### src/verilog/ising_pkg.sv
////////////////////////////////////////////////////////////
// Sizes, buses and FSM states of the weight-programming front end.
// Fixed at 16 spins, 4-bit weights and 4 word lines per memory row.
// Rows 0 to HADDR-1 hold J couplings, row HADDR holds the H bias.
////////////////////////////////////////////////////////////

package ising_pkg;

    localparam int NUM_SPIN    = 16;
    localparam int BITDATA     = 4;
    localparam int PARALLELISM = 4;
    localparam int HADDR       = NUM_SPIN / PARALLELISM;
    localparam int ADDR_W      = 3;
    localparam int ROW_W       = NUM_SPIN * BITDATA * PARALLELISM;
    localparam int WBL_W       = NUM_SPIN * BITDATA;
    localparam int CNT_W       = 16;

    // Line index and slice select widths inside the engine
    localparam int LINE_W = $clog2(NUM_SPIN);
    localparam int SEL_W  = $clog2(PARALLELISM);

    // Phase lengths in cycles; trans_num is the row count of one run
    typedef struct packed {
        logic [CNT_W-1:0] wwl_high;
        logic [CNT_W-1:0] wwl_low;
        logic [CNT_W-1:0] trans_num;
        logic             bypass;
    } cfg_timing_t;

    typedef struct packed {
        logic              valid;
        logic [ADDR_W-1:0] addr;
        logic [ROW_W-1:0]  data;
    } host_wr_t;

    typedef struct packed {
        logic              ren;
        logic              wen;
        logic [ADDR_W-1:0] addr;
        logic [ROW_W-1:0]  wdata;
    } mem_req_t;

    typedef enum logic [2:0] {
        CFG_IDLE,
        CFG_FETCH,
        CFG_HIGH,
        CFG_LOW,
        CFG_DONE
    } cfg_state_e;

endpackage

### src/verilog/analog_cfg.sv
////////////////////////////////////////////////////////////
// Programs J lines 0..15 then the H line, one word line at a time.
// trans_num is the number of rows per run, HADDR+1 for a full run.
// Relies on rdata_i holding between reads; bypass is taken on cfg_load_i.
////////////////////////////////////////////////////////////

`timescale 1ns/1ps

module analog_cfg
    import ising_pkg::*;
(
    input  logic                clk_i,
    input  logic                rst_i,
    input  logic                en_i,
    input  logic                cfg_load_i,
    input  cfg_timing_t         timing_i,
    input  logic                start_i,
    output logic                j_ren_o,
    output logic [ADDR_W-1:0]   j_raddr_o,
    output logic                h_ren_o,
    input  logic [ROW_W-1:0]    rdata_i,
    output logic [NUM_SPIN-1:0] j_wwl_o,
    output logic                h_wwl_o,
    output logic [WBL_W-1:0]    wbl_o,
    output logic                idle_o
);

    cfg_state_e        state_q;
    cfg_state_e        state_d;
    logic              fetch_wait_q;
    logic              bypass_q;
    logic [SEL_W-1:0]  sel_q;
    logic [CNT_W-1:0]  row_q;
    logic [ADDR_W-1:0] nxt_row;
    logic [LINE_W-1:0] line_idx;
    logic              start_acc;
    logic              high_max;
    logic              low_max;
    logic              row_ovf;
    logic              is_h;
    logic              line_end;
    logic              row_end;
    logic              run_end;
    logic              next_rd;
    logic [WBL_W-1:0]  wbl_raw;
    logic [WBL_W-1:0]  wbl_conv;

    // Two's complement to the macro code: +v -> 2v+1, -v -> 2|v|, -8 -> 0
    function automatic logic [BITDATA-1:0] to_analog(input logic [BITDATA-1:0] v);
        logic [BITDATA-1:0] mag;
        mag = -v;
        if (v == '0 || v == {1'b1, {(BITDATA-1){1'b0}}}) begin
            to_analog = '0;
        end else if (!v[BITDATA-1]) begin
            to_analog = {v[BITDATA-2:0], 1'b1};
        end else begin
            to_analog = {mag[BITDATA-2:0], 1'b0};
        end
    endfunction

    assign idle_o    = (state_q == CFG_IDLE) || (state_q == CFG_DONE);
    assign start_acc = en_i & start_i & idle_o;
    assign is_h      = (row_q == CNT_W'(HADDR));

    // Sequencing events, all in the last low cycle of a line
    assign line_end = en_i & (state_q == CFG_LOW) & low_max;
    assign row_end  = line_end & (is_h | (sel_q == SEL_W'(PARALLELISM - 1)));
    assign run_end  = row_ovf | (row_end & is_h);
    assign next_rd  = row_end & ~run_end;
    assign nxt_row  = row_q[ADDR_W-1:0] + 1'b1;

    // Memory reads
    assign j_ren_o   = (en_i & (state_q == CFG_FETCH) & ~fetch_wait_q) |
                       (next_rd & (nxt_row != ADDR_W'(HADDR)));
    assign h_ren_o   = next_rd & (nxt_row == ADDR_W'(HADDR));
    assign j_raddr_o = (state_q == CFG_LOW) ? nxt_row : row_q[ADDR_W-1:0];

    always_comb begin
        state_d = state_q;
        if (!en_i) begin
            state_d = CFG_IDLE;
        end else begin
            case (state_q)
                CFG_IDLE, CFG_DONE: state_d = start_i ? CFG_FETCH : CFG_IDLE;
                CFG_FETCH: begin
                    if (fetch_wait_q) begin
                        state_d = CFG_HIGH;
                    end
                end
                CFG_HIGH: begin
                    if (high_max) begin
                        state_d = CFG_LOW;
                    end
                end
                CFG_LOW: begin
                    if (low_max) begin
                        state_d = run_end ? CFG_DONE : CFG_HIGH;
                    end
                end
                default: state_d = CFG_IDLE;
            endcase
        end
    end

    always_ff @(posedge clk_i) begin
        if (rst_i) begin
            state_q      <= CFG_IDLE;
            fetch_wait_q <= 1'b0;
            bypass_q     <= 1'b0;
            sel_q        <= '0;
        end else begin
            state_q      <= state_d;
            fetch_wait_q <= en_i & (state_q == CFG_FETCH) & ~fetch_wait_q;
            if (cfg_load_i) begin
                bypass_q <= timing_i.bypass;
            end
            // Quarter select moves with the rising edge of the next line
            if (start_acc) begin
                sel_q <= '0;
            end else if (line_end && !is_h) begin
                sel_q <= sel_q + 1'b1;
            end
        end
    end

    // Word lines decoded from the registered state
    assign line_idx = {row_q[LINE_W-SEL_W-1:0], sel_q};
    assign j_wwl_o  = (state_q == CFG_HIGH && !is_h) ? (NUM_SPIN'(1) << line_idx) : '0;
    assign h_wwl_o  = (state_q == CFG_HIGH) && is_h;

    // Bit lines follow the held row, zero outside the line phases
    assign wbl_raw = rdata_i[sel_q*WBL_W +: WBL_W];

    always_comb begin
        for (int i = 0; i < NUM_SPIN; i++) begin
            wbl_conv[i*BITDATA +: BITDATA] = to_analog(wbl_raw[i*BITDATA +: BITDATA]);
        end
    end

    assign wbl_o = (state_q == CFG_HIGH || state_q == CFG_LOW) ?
                   (bypass_q ? wbl_raw : wbl_conv) : '0;

    step_counter i_wwl_high_counter (
        .clk_i      (clk_i),
        .rst_i      (rst_i),
        .en_i       (en_i),
        .load_i     (cfg_load_i),
        .d_i        (timing_i.wwl_high),
        .recount_i  (start_acc),
        .step_i     (state_q == CFG_HIGH),
        .q_o        (),
        .maxed_o    (high_max),
        .overflow_o ()
    );

    step_counter i_wwl_low_counter (
        .clk_i      (clk_i),
        .rst_i      (rst_i),
        .en_i       (en_i),
        .load_i     (cfg_load_i),
        .d_i        (timing_i.wwl_low),
        .recount_i  (start_acc),
        .step_i     (state_q == CFG_LOW),
        .q_o        (),
        .maxed_o    (low_max),
        .overflow_o ()
    );

    step_counter i_row_counter (
        .clk_i      (clk_i),
        .rst_i      (rst_i),
        .en_i       (en_i),
        .load_i     (cfg_load_i),
        .d_i        (timing_i.trans_num),
        .recount_i  (start_acc),
        .step_i     (row_end),
        .q_o        (row_q),
        .maxed_o    (),
        .overflow_o (row_ovf)
    );

    a_j_wwl_onehot: assert property (
        @(posedge clk_i) disable iff (rst_i)
        $onehot0(j_wwl_o)
    );

    a_h_j_exclusive: assert property (
        @(posedge clk_i) disable iff (rst_i)
        !(h_wwl_o && (|j_wwl_o))
    );

endmodule

### src/verilog/ising_cfg_top.sv
////////////////////////////////////////////////////////////
// Host write port, weight memory and configuration engine.
// Host writes may be delayed one cycle or dropped during engine reads.
////////////////////////////////////////////////////////////

`timescale 1ns/1ps

module ising_cfg_top
    import ising_pkg::*;
(
    input  logic                clk_i,
    input  logic                rst_i,
    input  logic                en_i,
    input  logic                cfg_load_i,
    input  cfg_timing_t         timing_i,
    input  logic                start_i,
    input  host_wr_t            host_wr_i,
    output logic                wr_drop_o,
    output logic [NUM_SPIN-1:0] j_wwl_o,
    output logic                h_wwl_o,
    output logic [WBL_W-1:0]    wbl_o,
    output logic                idle_o
);

    logic              j_ren;
    logic [ADDR_W-1:0] j_raddr;
    logic              h_ren;
    mem_req_t          mem_req;
    logic [ROW_W-1:0]  rdata;

    mem_arbiter i_mem_arbiter (
        .clk_i     (clk_i),
        .rst_i     (rst_i),
        .host_wr_i (host_wr_i),
        .j_ren_i   (j_ren),
        .j_raddr_i (j_raddr),
        .h_ren_i   (h_ren),
        .req_o     (mem_req),
        .wr_drop_o (wr_drop_o)
    );

    weight_mem i_weight_mem (
        .clk_i   (clk_i),
        .req_i   (mem_req),
        .rdata_o (rdata)
    );

    analog_cfg i_analog_cfg (
        .clk_i      (clk_i),
        .rst_i      (rst_i),
        .en_i       (en_i),
        .cfg_load_i (cfg_load_i),
        .timing_i   (timing_i),
        .start_i    (start_i),
        .j_ren_o    (j_ren),
        .j_raddr_o  (j_raddr),
        .h_ren_o    (h_ren),
        .rdata_i    (rdata),
        .j_wwl_o    (j_wwl_o),
        .h_wwl_o    (h_wwl_o),
        .wbl_o      (wbl_o),
        .idle_o     (idle_o)
    );

endmodule

### src/verilog/mem_arbiter.sv
////////////////////////////////////////////////////////////
// Engine reads always own the port; a colliding host write is parked.
// Any host write seen while the slot is full is lost (wr_drop_o).
////////////////////////////////////////////////////////////

`timescale 1ns/1ps

module mem_arbiter
    import ising_pkg::*;
(
    input  logic              clk_i,
    input  logic              rst_i,
    input  host_wr_t          host_wr_i,
    input  logic              j_ren_i,
    input  logic [ADDR_W-1:0] j_raddr_i,
    input  logic              h_ren_i,
    output mem_req_t          req_o,
    output logic              wr_drop_o
);

    host_wr_t pend_q;
    logic     rd;
    logic     park;
    logic     retire;

    assign rd     = j_ren_i | h_ren_i;
    assign park   = host_wr_i.valid & rd & ~pend_q.valid;
    assign retire = pend_q.valid & ~rd;

    assign wr_drop_o = host_wr_i.valid & pend_q.valid;

    always_comb begin
        req_o = '0;
        if (rd) begin
            req_o.ren  = 1'b1;
            req_o.addr = h_ren_i ? ADDR_W'(HADDR) : j_raddr_i;
        end else if (pend_q.valid && !rst_i) begin
            req_o.wen   = 1'b1;
            req_o.addr  = pend_q.addr;
            req_o.wdata = pend_q.data;
        end else if (host_wr_i.valid) begin
            req_o.wen   = 1'b1;
            req_o.addr  = host_wr_i.addr;
            req_o.wdata = host_wr_i.data;
        end
    end

    always_ff @(posedge clk_i) begin
        if (park) begin
            pend_q.addr <= host_wr_i.addr;
            pend_q.data <= host_wr_i.data;
        end
        if (rst_i) begin
            pend_q.valid <= 1'b0;
        end else if (park) begin
            pend_q.valid <= 1'b1;
        end else if (retire) begin
            pend_q.valid <= 1'b0;
        end
    end

    a_single_read: assert property (
        @(posedge clk_i) disable iff (rst_i)
        !(j_ren_i && h_ren_i)
    );

endmodule

### src/verilog/step_counter.sv
////////////////////////////////////////////////////////////
// Counts 0 .. terminal-1 and wraps; a terminal of 0 acts as 1.
// Loading a new terminal also clears the running count.
////////////////////////////////////////////////////////////

`timescale 1ns/1ps

module step_counter
    import ising_pkg::*;
(
    input  logic             clk_i,
    input  logic             rst_i,
    input  logic             en_i,
    input  logic             load_i,
    input  logic [CNT_W-1:0] d_i,
    input  logic             recount_i,
    input  logic             step_i,
    output logic [CNT_W-1:0] q_o,
    output logic             maxed_o,
    output logic             overflow_o
);

    logic [CNT_W-1:0] term_q;
    logic [CNT_W-1:0] count_q;

    // Extra bit keeps the compare clean at the top of the range
    assign maxed_o    = ({1'b0, count_q} + 1'b1) >= {1'b0, term_q};
    assign overflow_o = en_i & step_i & ~recount_i & maxed_o;
    assign q_o        = count_q;

    always_ff @(posedge clk_i) begin
        if (rst_i) begin
            term_q  <= '0;
            count_q <= '0;
        end else if (load_i) begin
            term_q  <= d_i;
            count_q <= '0;
        end else if (en_i) begin
            if (recount_i || overflow_o) begin
                count_q <= '0;
            end else if (step_i) begin
                count_q <= count_q + 1'b1;
            end
        end
    end

    a_count_in_range: assert property (
        @(posedge clk_i) disable iff (rst_i)
        count_q <= term_q
    );

endmodule

### src/verilog/weight_mem.sv
////////////////////////////////////////////////////////////
// HADDR+1 rows of ROW_W bits, one read or write per cycle.
// rdata_o is registered and holds its value until the next read.
////////////////////////////////////////////////////////////

`timescale 1ns/1ps

module weight_mem
    import ising_pkg::*;
(
    input  logic             clk_i,
    input  mem_req_t         req_i,
    output logic [ROW_W-1:0] rdata_o
);

    localparam int DEPTH = HADDR + 1;

    logic [ROW_W-1:0] mem_q [DEPTH];
    logic [ROW_W-1:0] rdata_q;

    always_ff @(posedge clk_i) begin
        if (req_i.wen) begin
            mem_q[req_i.addr] <= req_i.wdata;
        end
    end

    always_ff @(posedge clk_i) begin
        if (req_i.ren) begin
            rdata_q <= mem_q[req_i.addr];
        end
    end

    assign rdata_o = rdata_q;

    // The arbiter grants one access per cycle to a populated row
    a_req_legal: assert property (
        @(posedge clk_i)
        (req_i.ren || req_i.wen) |->
            !(req_i.ren && req_i.wen) && (req_i.addr <= ADDR_W'(HADDR))
    );

endmodule
### config.mk
export PLATFORM = sky130hd
export DESIGN_NAME = ising_cfg_top
export DESIGN_NICKNAME = d
export VERILOG_FILES = /design/src/verilog/ising_pkg.sv /design/src/verilog/analog_cfg.sv /design/src/verilog/ising_cfg_top.sv /design/src/verilog/mem_arbiter.sv /design/src/verilog/step_counter.sv /design/src/verilog/weight_mem.sv
export SDC_FILE = /design/constraint.sdc
export NUM_CORES = 2
export LEC_CHECK = 0
export BUFFER_PORTS_ARGS = -buffer_cell sky130_fd_sc_hd__clkbuf_2
export CAP_MARGIN = 0
export CORE_UTILIZATION = 55
export CTS_CLUSTER_SIZE = 40
export DETAILED_ROUTE_END_ITERATION = 6
export PLACE_DENSITY = 0.78
export SYNTH_ARGS = -nofsm -noshare
export SYNTH_HDL_FRONTEND = slang
export SYNTH_SLANG_ARGS = --single-unit
### constraint.sdc
create_clock -name clk_i -period 47.5 [get_ports clk_i]
set_input_delay 4.75 -clock clk_i [delete_from_list [all_inputs] [get_ports clk_i]]
set_output_delay 4.75 -clock clk_i [all_outputs]
set_load 0.03 [all_outputs]
==> results.json <==
{
  "synth_top_area_share": 0.7219,
  "dieArea_sq_mm": 0.1372,
  "hold_class": "flip-flop to flip-flop",
  "initial_core_util": 0.5566,
  "power_per_cell_area_mw_per_mm2": 41.80,
  "cp.required_ns": 42.75,
  "period_minus_slack_ns": 10.45,
  "avgViaCountPerCell": 6.419,
  "drv_slew": 0,
  "first_global_vias": 44500,
  "antenna_found_initial": 40,
  "yosysTopAreaCell": "edfxtp_1",
  "p_sw_frac": 0.2216,
  "finalSetupViolCount": 0,
  "tns_ns": 0,
  "ys.warnings.count": 0,
  "synth_simple_gate_area_frac": 0.07194,
  "pre_cts_ws_ns": 37.00,
  "syn_inst": 5042,
  "grtUsageMet3": 0.08435,
  "synth_compound_area_frac": 0.1068,
  "core_area_sq_mm": 0.1341,
  "synthTopCellsByArea": "edfxtp_1, a21oi_1, a221oi_1, dfxtp_1, a22oi_1",
  "place.port_buffers": 396,
  "synth-seq-cells": 1899,
  "intPower_w": 0.002736,
  "synthMuxAreaShare": 0.02911,
  "numCtsBuffers": 184,
  "placed_cell_area_sq_mm": 0.07823,
  "hold_viol": 0,
  "post_cts_resized": 0,
  "io_pins": 397,
  "track_usage": 0.2760,
  "relSlewSlack": 0.1826,
  "syn_area_sq_mm": 0.07466,
  "drcViolationCount": 0,
  "use_met1": 0.4005,
  "final_nets": 5721,
  "cts.sink_count": 1899,
  "synth-adder-area-share": 0.01223,
  "cts_max_path_buffers": 3,
  "synth_top_family_by_area": "compound AO/OA/AOI/OAI gates",
  "num_rows": 134,
  "leakage_nw": 28.25,
  "crit_arrival_ns": 5.70,
  "syn_to_final_growth_pct": 12.61,
  "gp_congestion": 0.8760,
  "drv_cap": 0,
  "cp-end-kind": "output pin",
  "path_class": "primary input to output pin",
  "design_area_sq_mm": 0.08408,
  "drive_gt1_frac": 0.1486,
  "cts_tree": "yes",
  "busiest_layer": "met1",
  "max_freq_mhz": 95.67,
  "grt_pass1_wl_um": 282300,
  "ant_nets": 0,
  "dp_hpwl_um": 105900,
  "worst_slack_ns": 37.05,
  "cts_root_buf": "clkbuf_16",
  "first_pass_iters": 6,
  "min_period_over_period": 0.2200,
  "h-tree-depth": 4,
  "fin_worst_skew_ns": 0.02678,
  "synth-xor-area-share": 0.006921,
  "ys.flop_type": "edfxtp_1",
  "post_drt_wl_per_cell_um": 26.37,
  "critPathLaunchType": "primary input",
  "syn_area_per_cell_sq_um": 14.81,
  "rsz0062_at_grt": "false",
  "worst_hold_slack_ns": 0.4977,
  "syn_nets": 5429,
  "clock_power_share": 0.402,
  "power_w": 0.003515,
  "drt_wl_total_um": 191800,
  "power_switching_w": 0.0007788,
  "synthArstFlopShare": 0,
  "seq_area_frac_synth": 0.7498,
  "dr_total_vias": 46680,
  "cp_max_fo": 107,
  "die_w_um": 370.4,
  "clk_latency_ns": 0.83,
  "grt_overflow_total": 0,
  "die_h_um": 370.4,
  "use_met2": 0.3945,
  "max-vdd-ir-drop_mv": 0.03423,
  "synth_edf_count": 1795,
  "yosys.cell_types.count": 56,
  "path_clk_slew_ns": 0.06,
  "synthTopCellsByCount": "edfxtp_1, a21oi_1, nor2_1",
  "seqPwrFrac": 0.541,
  "cts_setup_buffers": 0,
  "first_iter_violations": 6017,
  "synth.most_common_cell": "edfxtp_1",
  "power_frac_comb": 0.057,
  "tightestPinTransition_ns": 1.226,
  "cts_hold_buffers": 0,
  "status": "finished clean",
  "grt_max_degree": 175
}
critical path, stage by stage:
cell and delay (ns):
buf_8 0.49, and2_1 0.24, clkbuf_2 0.20
flip-flops by register name, indices dropped and copies added, names as in the netlist:
name / flops
i_analog_cfg.i_wwl_low_counter.q_o: 16
i_analog_cfg.sel_q: 2
i_analog_cfg.i_wwl_low_counter.term_q: 16
i_weight_mem.rdata_o: 256
i_analog_cfg.i_row_counter.term_q: 16
i_analog_cfg.i_wwl_high_counter.q_o: 16
i_analog_cfg.state_q: 3
i_analog_cfg.fetch_wait_q: 1
i_analog_cfg.bypass_q: 1
i_mem_arbiter.pend_q: 260
i_weight_mem.mem_q: 1280
i_analog_cfg.i_row_counter.q_o: 16
i_analog_cfg.i_wwl_high_counter.term_q: 16
layer usage:
metal | up-vias | part of all wire | wire length (um)
met2 | 3167 | 0.44 | 84550
met3 | 391 | 0.13 | 25640
li1 | 20200 | - | -
met5 | - | 0.0013 | 254
met4 | 42 | 0.033 | 6258
met1 | 22880 | 0.39 | 75090
stage by stage:
step	cells	utilization
2_1_floorplan	5042	-
3_3_place_gp	6916	0.5832
3_5_place_dp	6916	0.5832
4_1_cts	7254	0.6265
5_1_grt	7267	0.6268
6_report	7272	0.6268
cells by family (layout without fill, tap and decap cells):
| family | count (synthesis) | after routing |
|---|---|---|
| other | 0 | 18 |
| XOR/XNOR | 59 | 59 |
| buffers and inverters | 437 | 881 |
| adder cells (fa/ha/maj) | 73 | 73 |
| multiplexers | 137 | 137 |
| AO/OA/AOI/OAI | 1216 | 1216 |
| flip-flops | 1899 | 1899 |
| AND/OR/NAND/NOR | 1221 | 1221 |
power groups by stage:
stage	Clock [W]	Combinational [W]	Sequential [W]
after floorplan	0	0.000123	0.00195
after CTS	0.00143	0.000199	0.00190
after global routing	0.00149	0.000216	0.00190
final	0.00141	0.000201	0.00190
after detailed placement	0	0.000197	0.00193
after global placement	0	0.000191	0.00193
placed cells by master, fill, tap and decap left out, types with 89 or more instances in the layout:
cell type / count
a21oi_1: 573
a221oi_1: 256
a22oi_1: 277
clkbuf_16: 187
clkbuf_2: 395
dfxtp_1: 101
edfxtp_1: 1795
inv_1: 89
nand2_1: 308
nand3_1: 289
nor2_1: 449
final cells by class:
class                           instances  area [sq um]
Timing Repair Buffer                  453          2608
Antenna cell                           18         45.04
Sequential cell                      1899         56000
Clock buffer                          222          4811
Tap cell                             1768          2212
Inverter                               90         345.3
Clock inverter                        116         992.2
Multi-Input combinational cell       2706         17070
Fill cell                            9362         50050
path summary, 6_finish.rpt:
kind | startpoint | endpoint | slack [ns] | depth (start not counted)
worst max register to register | i_analog_cfg.i_row_counter.q_o[0] | i_weight_mem.mem_q[0][171] | 39.34 | 16
worst min register to register | i_analog_cfg.i_wwl_low_counter.term_q[3] | i_analog_cfg.i_wwl_low_counter.term_q[3] | 0.50 | 2
worst max-delay path | host_wr_i[259] | wr_drop_o | 37.05 | 3
worst min-delay path | i_analog_cfg.i_wwl_low_counter.term_q[3] | i_analog_cfg.i_wwl_low_counter.term_q[3] | 0.50 | 2
Power figures use the tool's default switching activity.
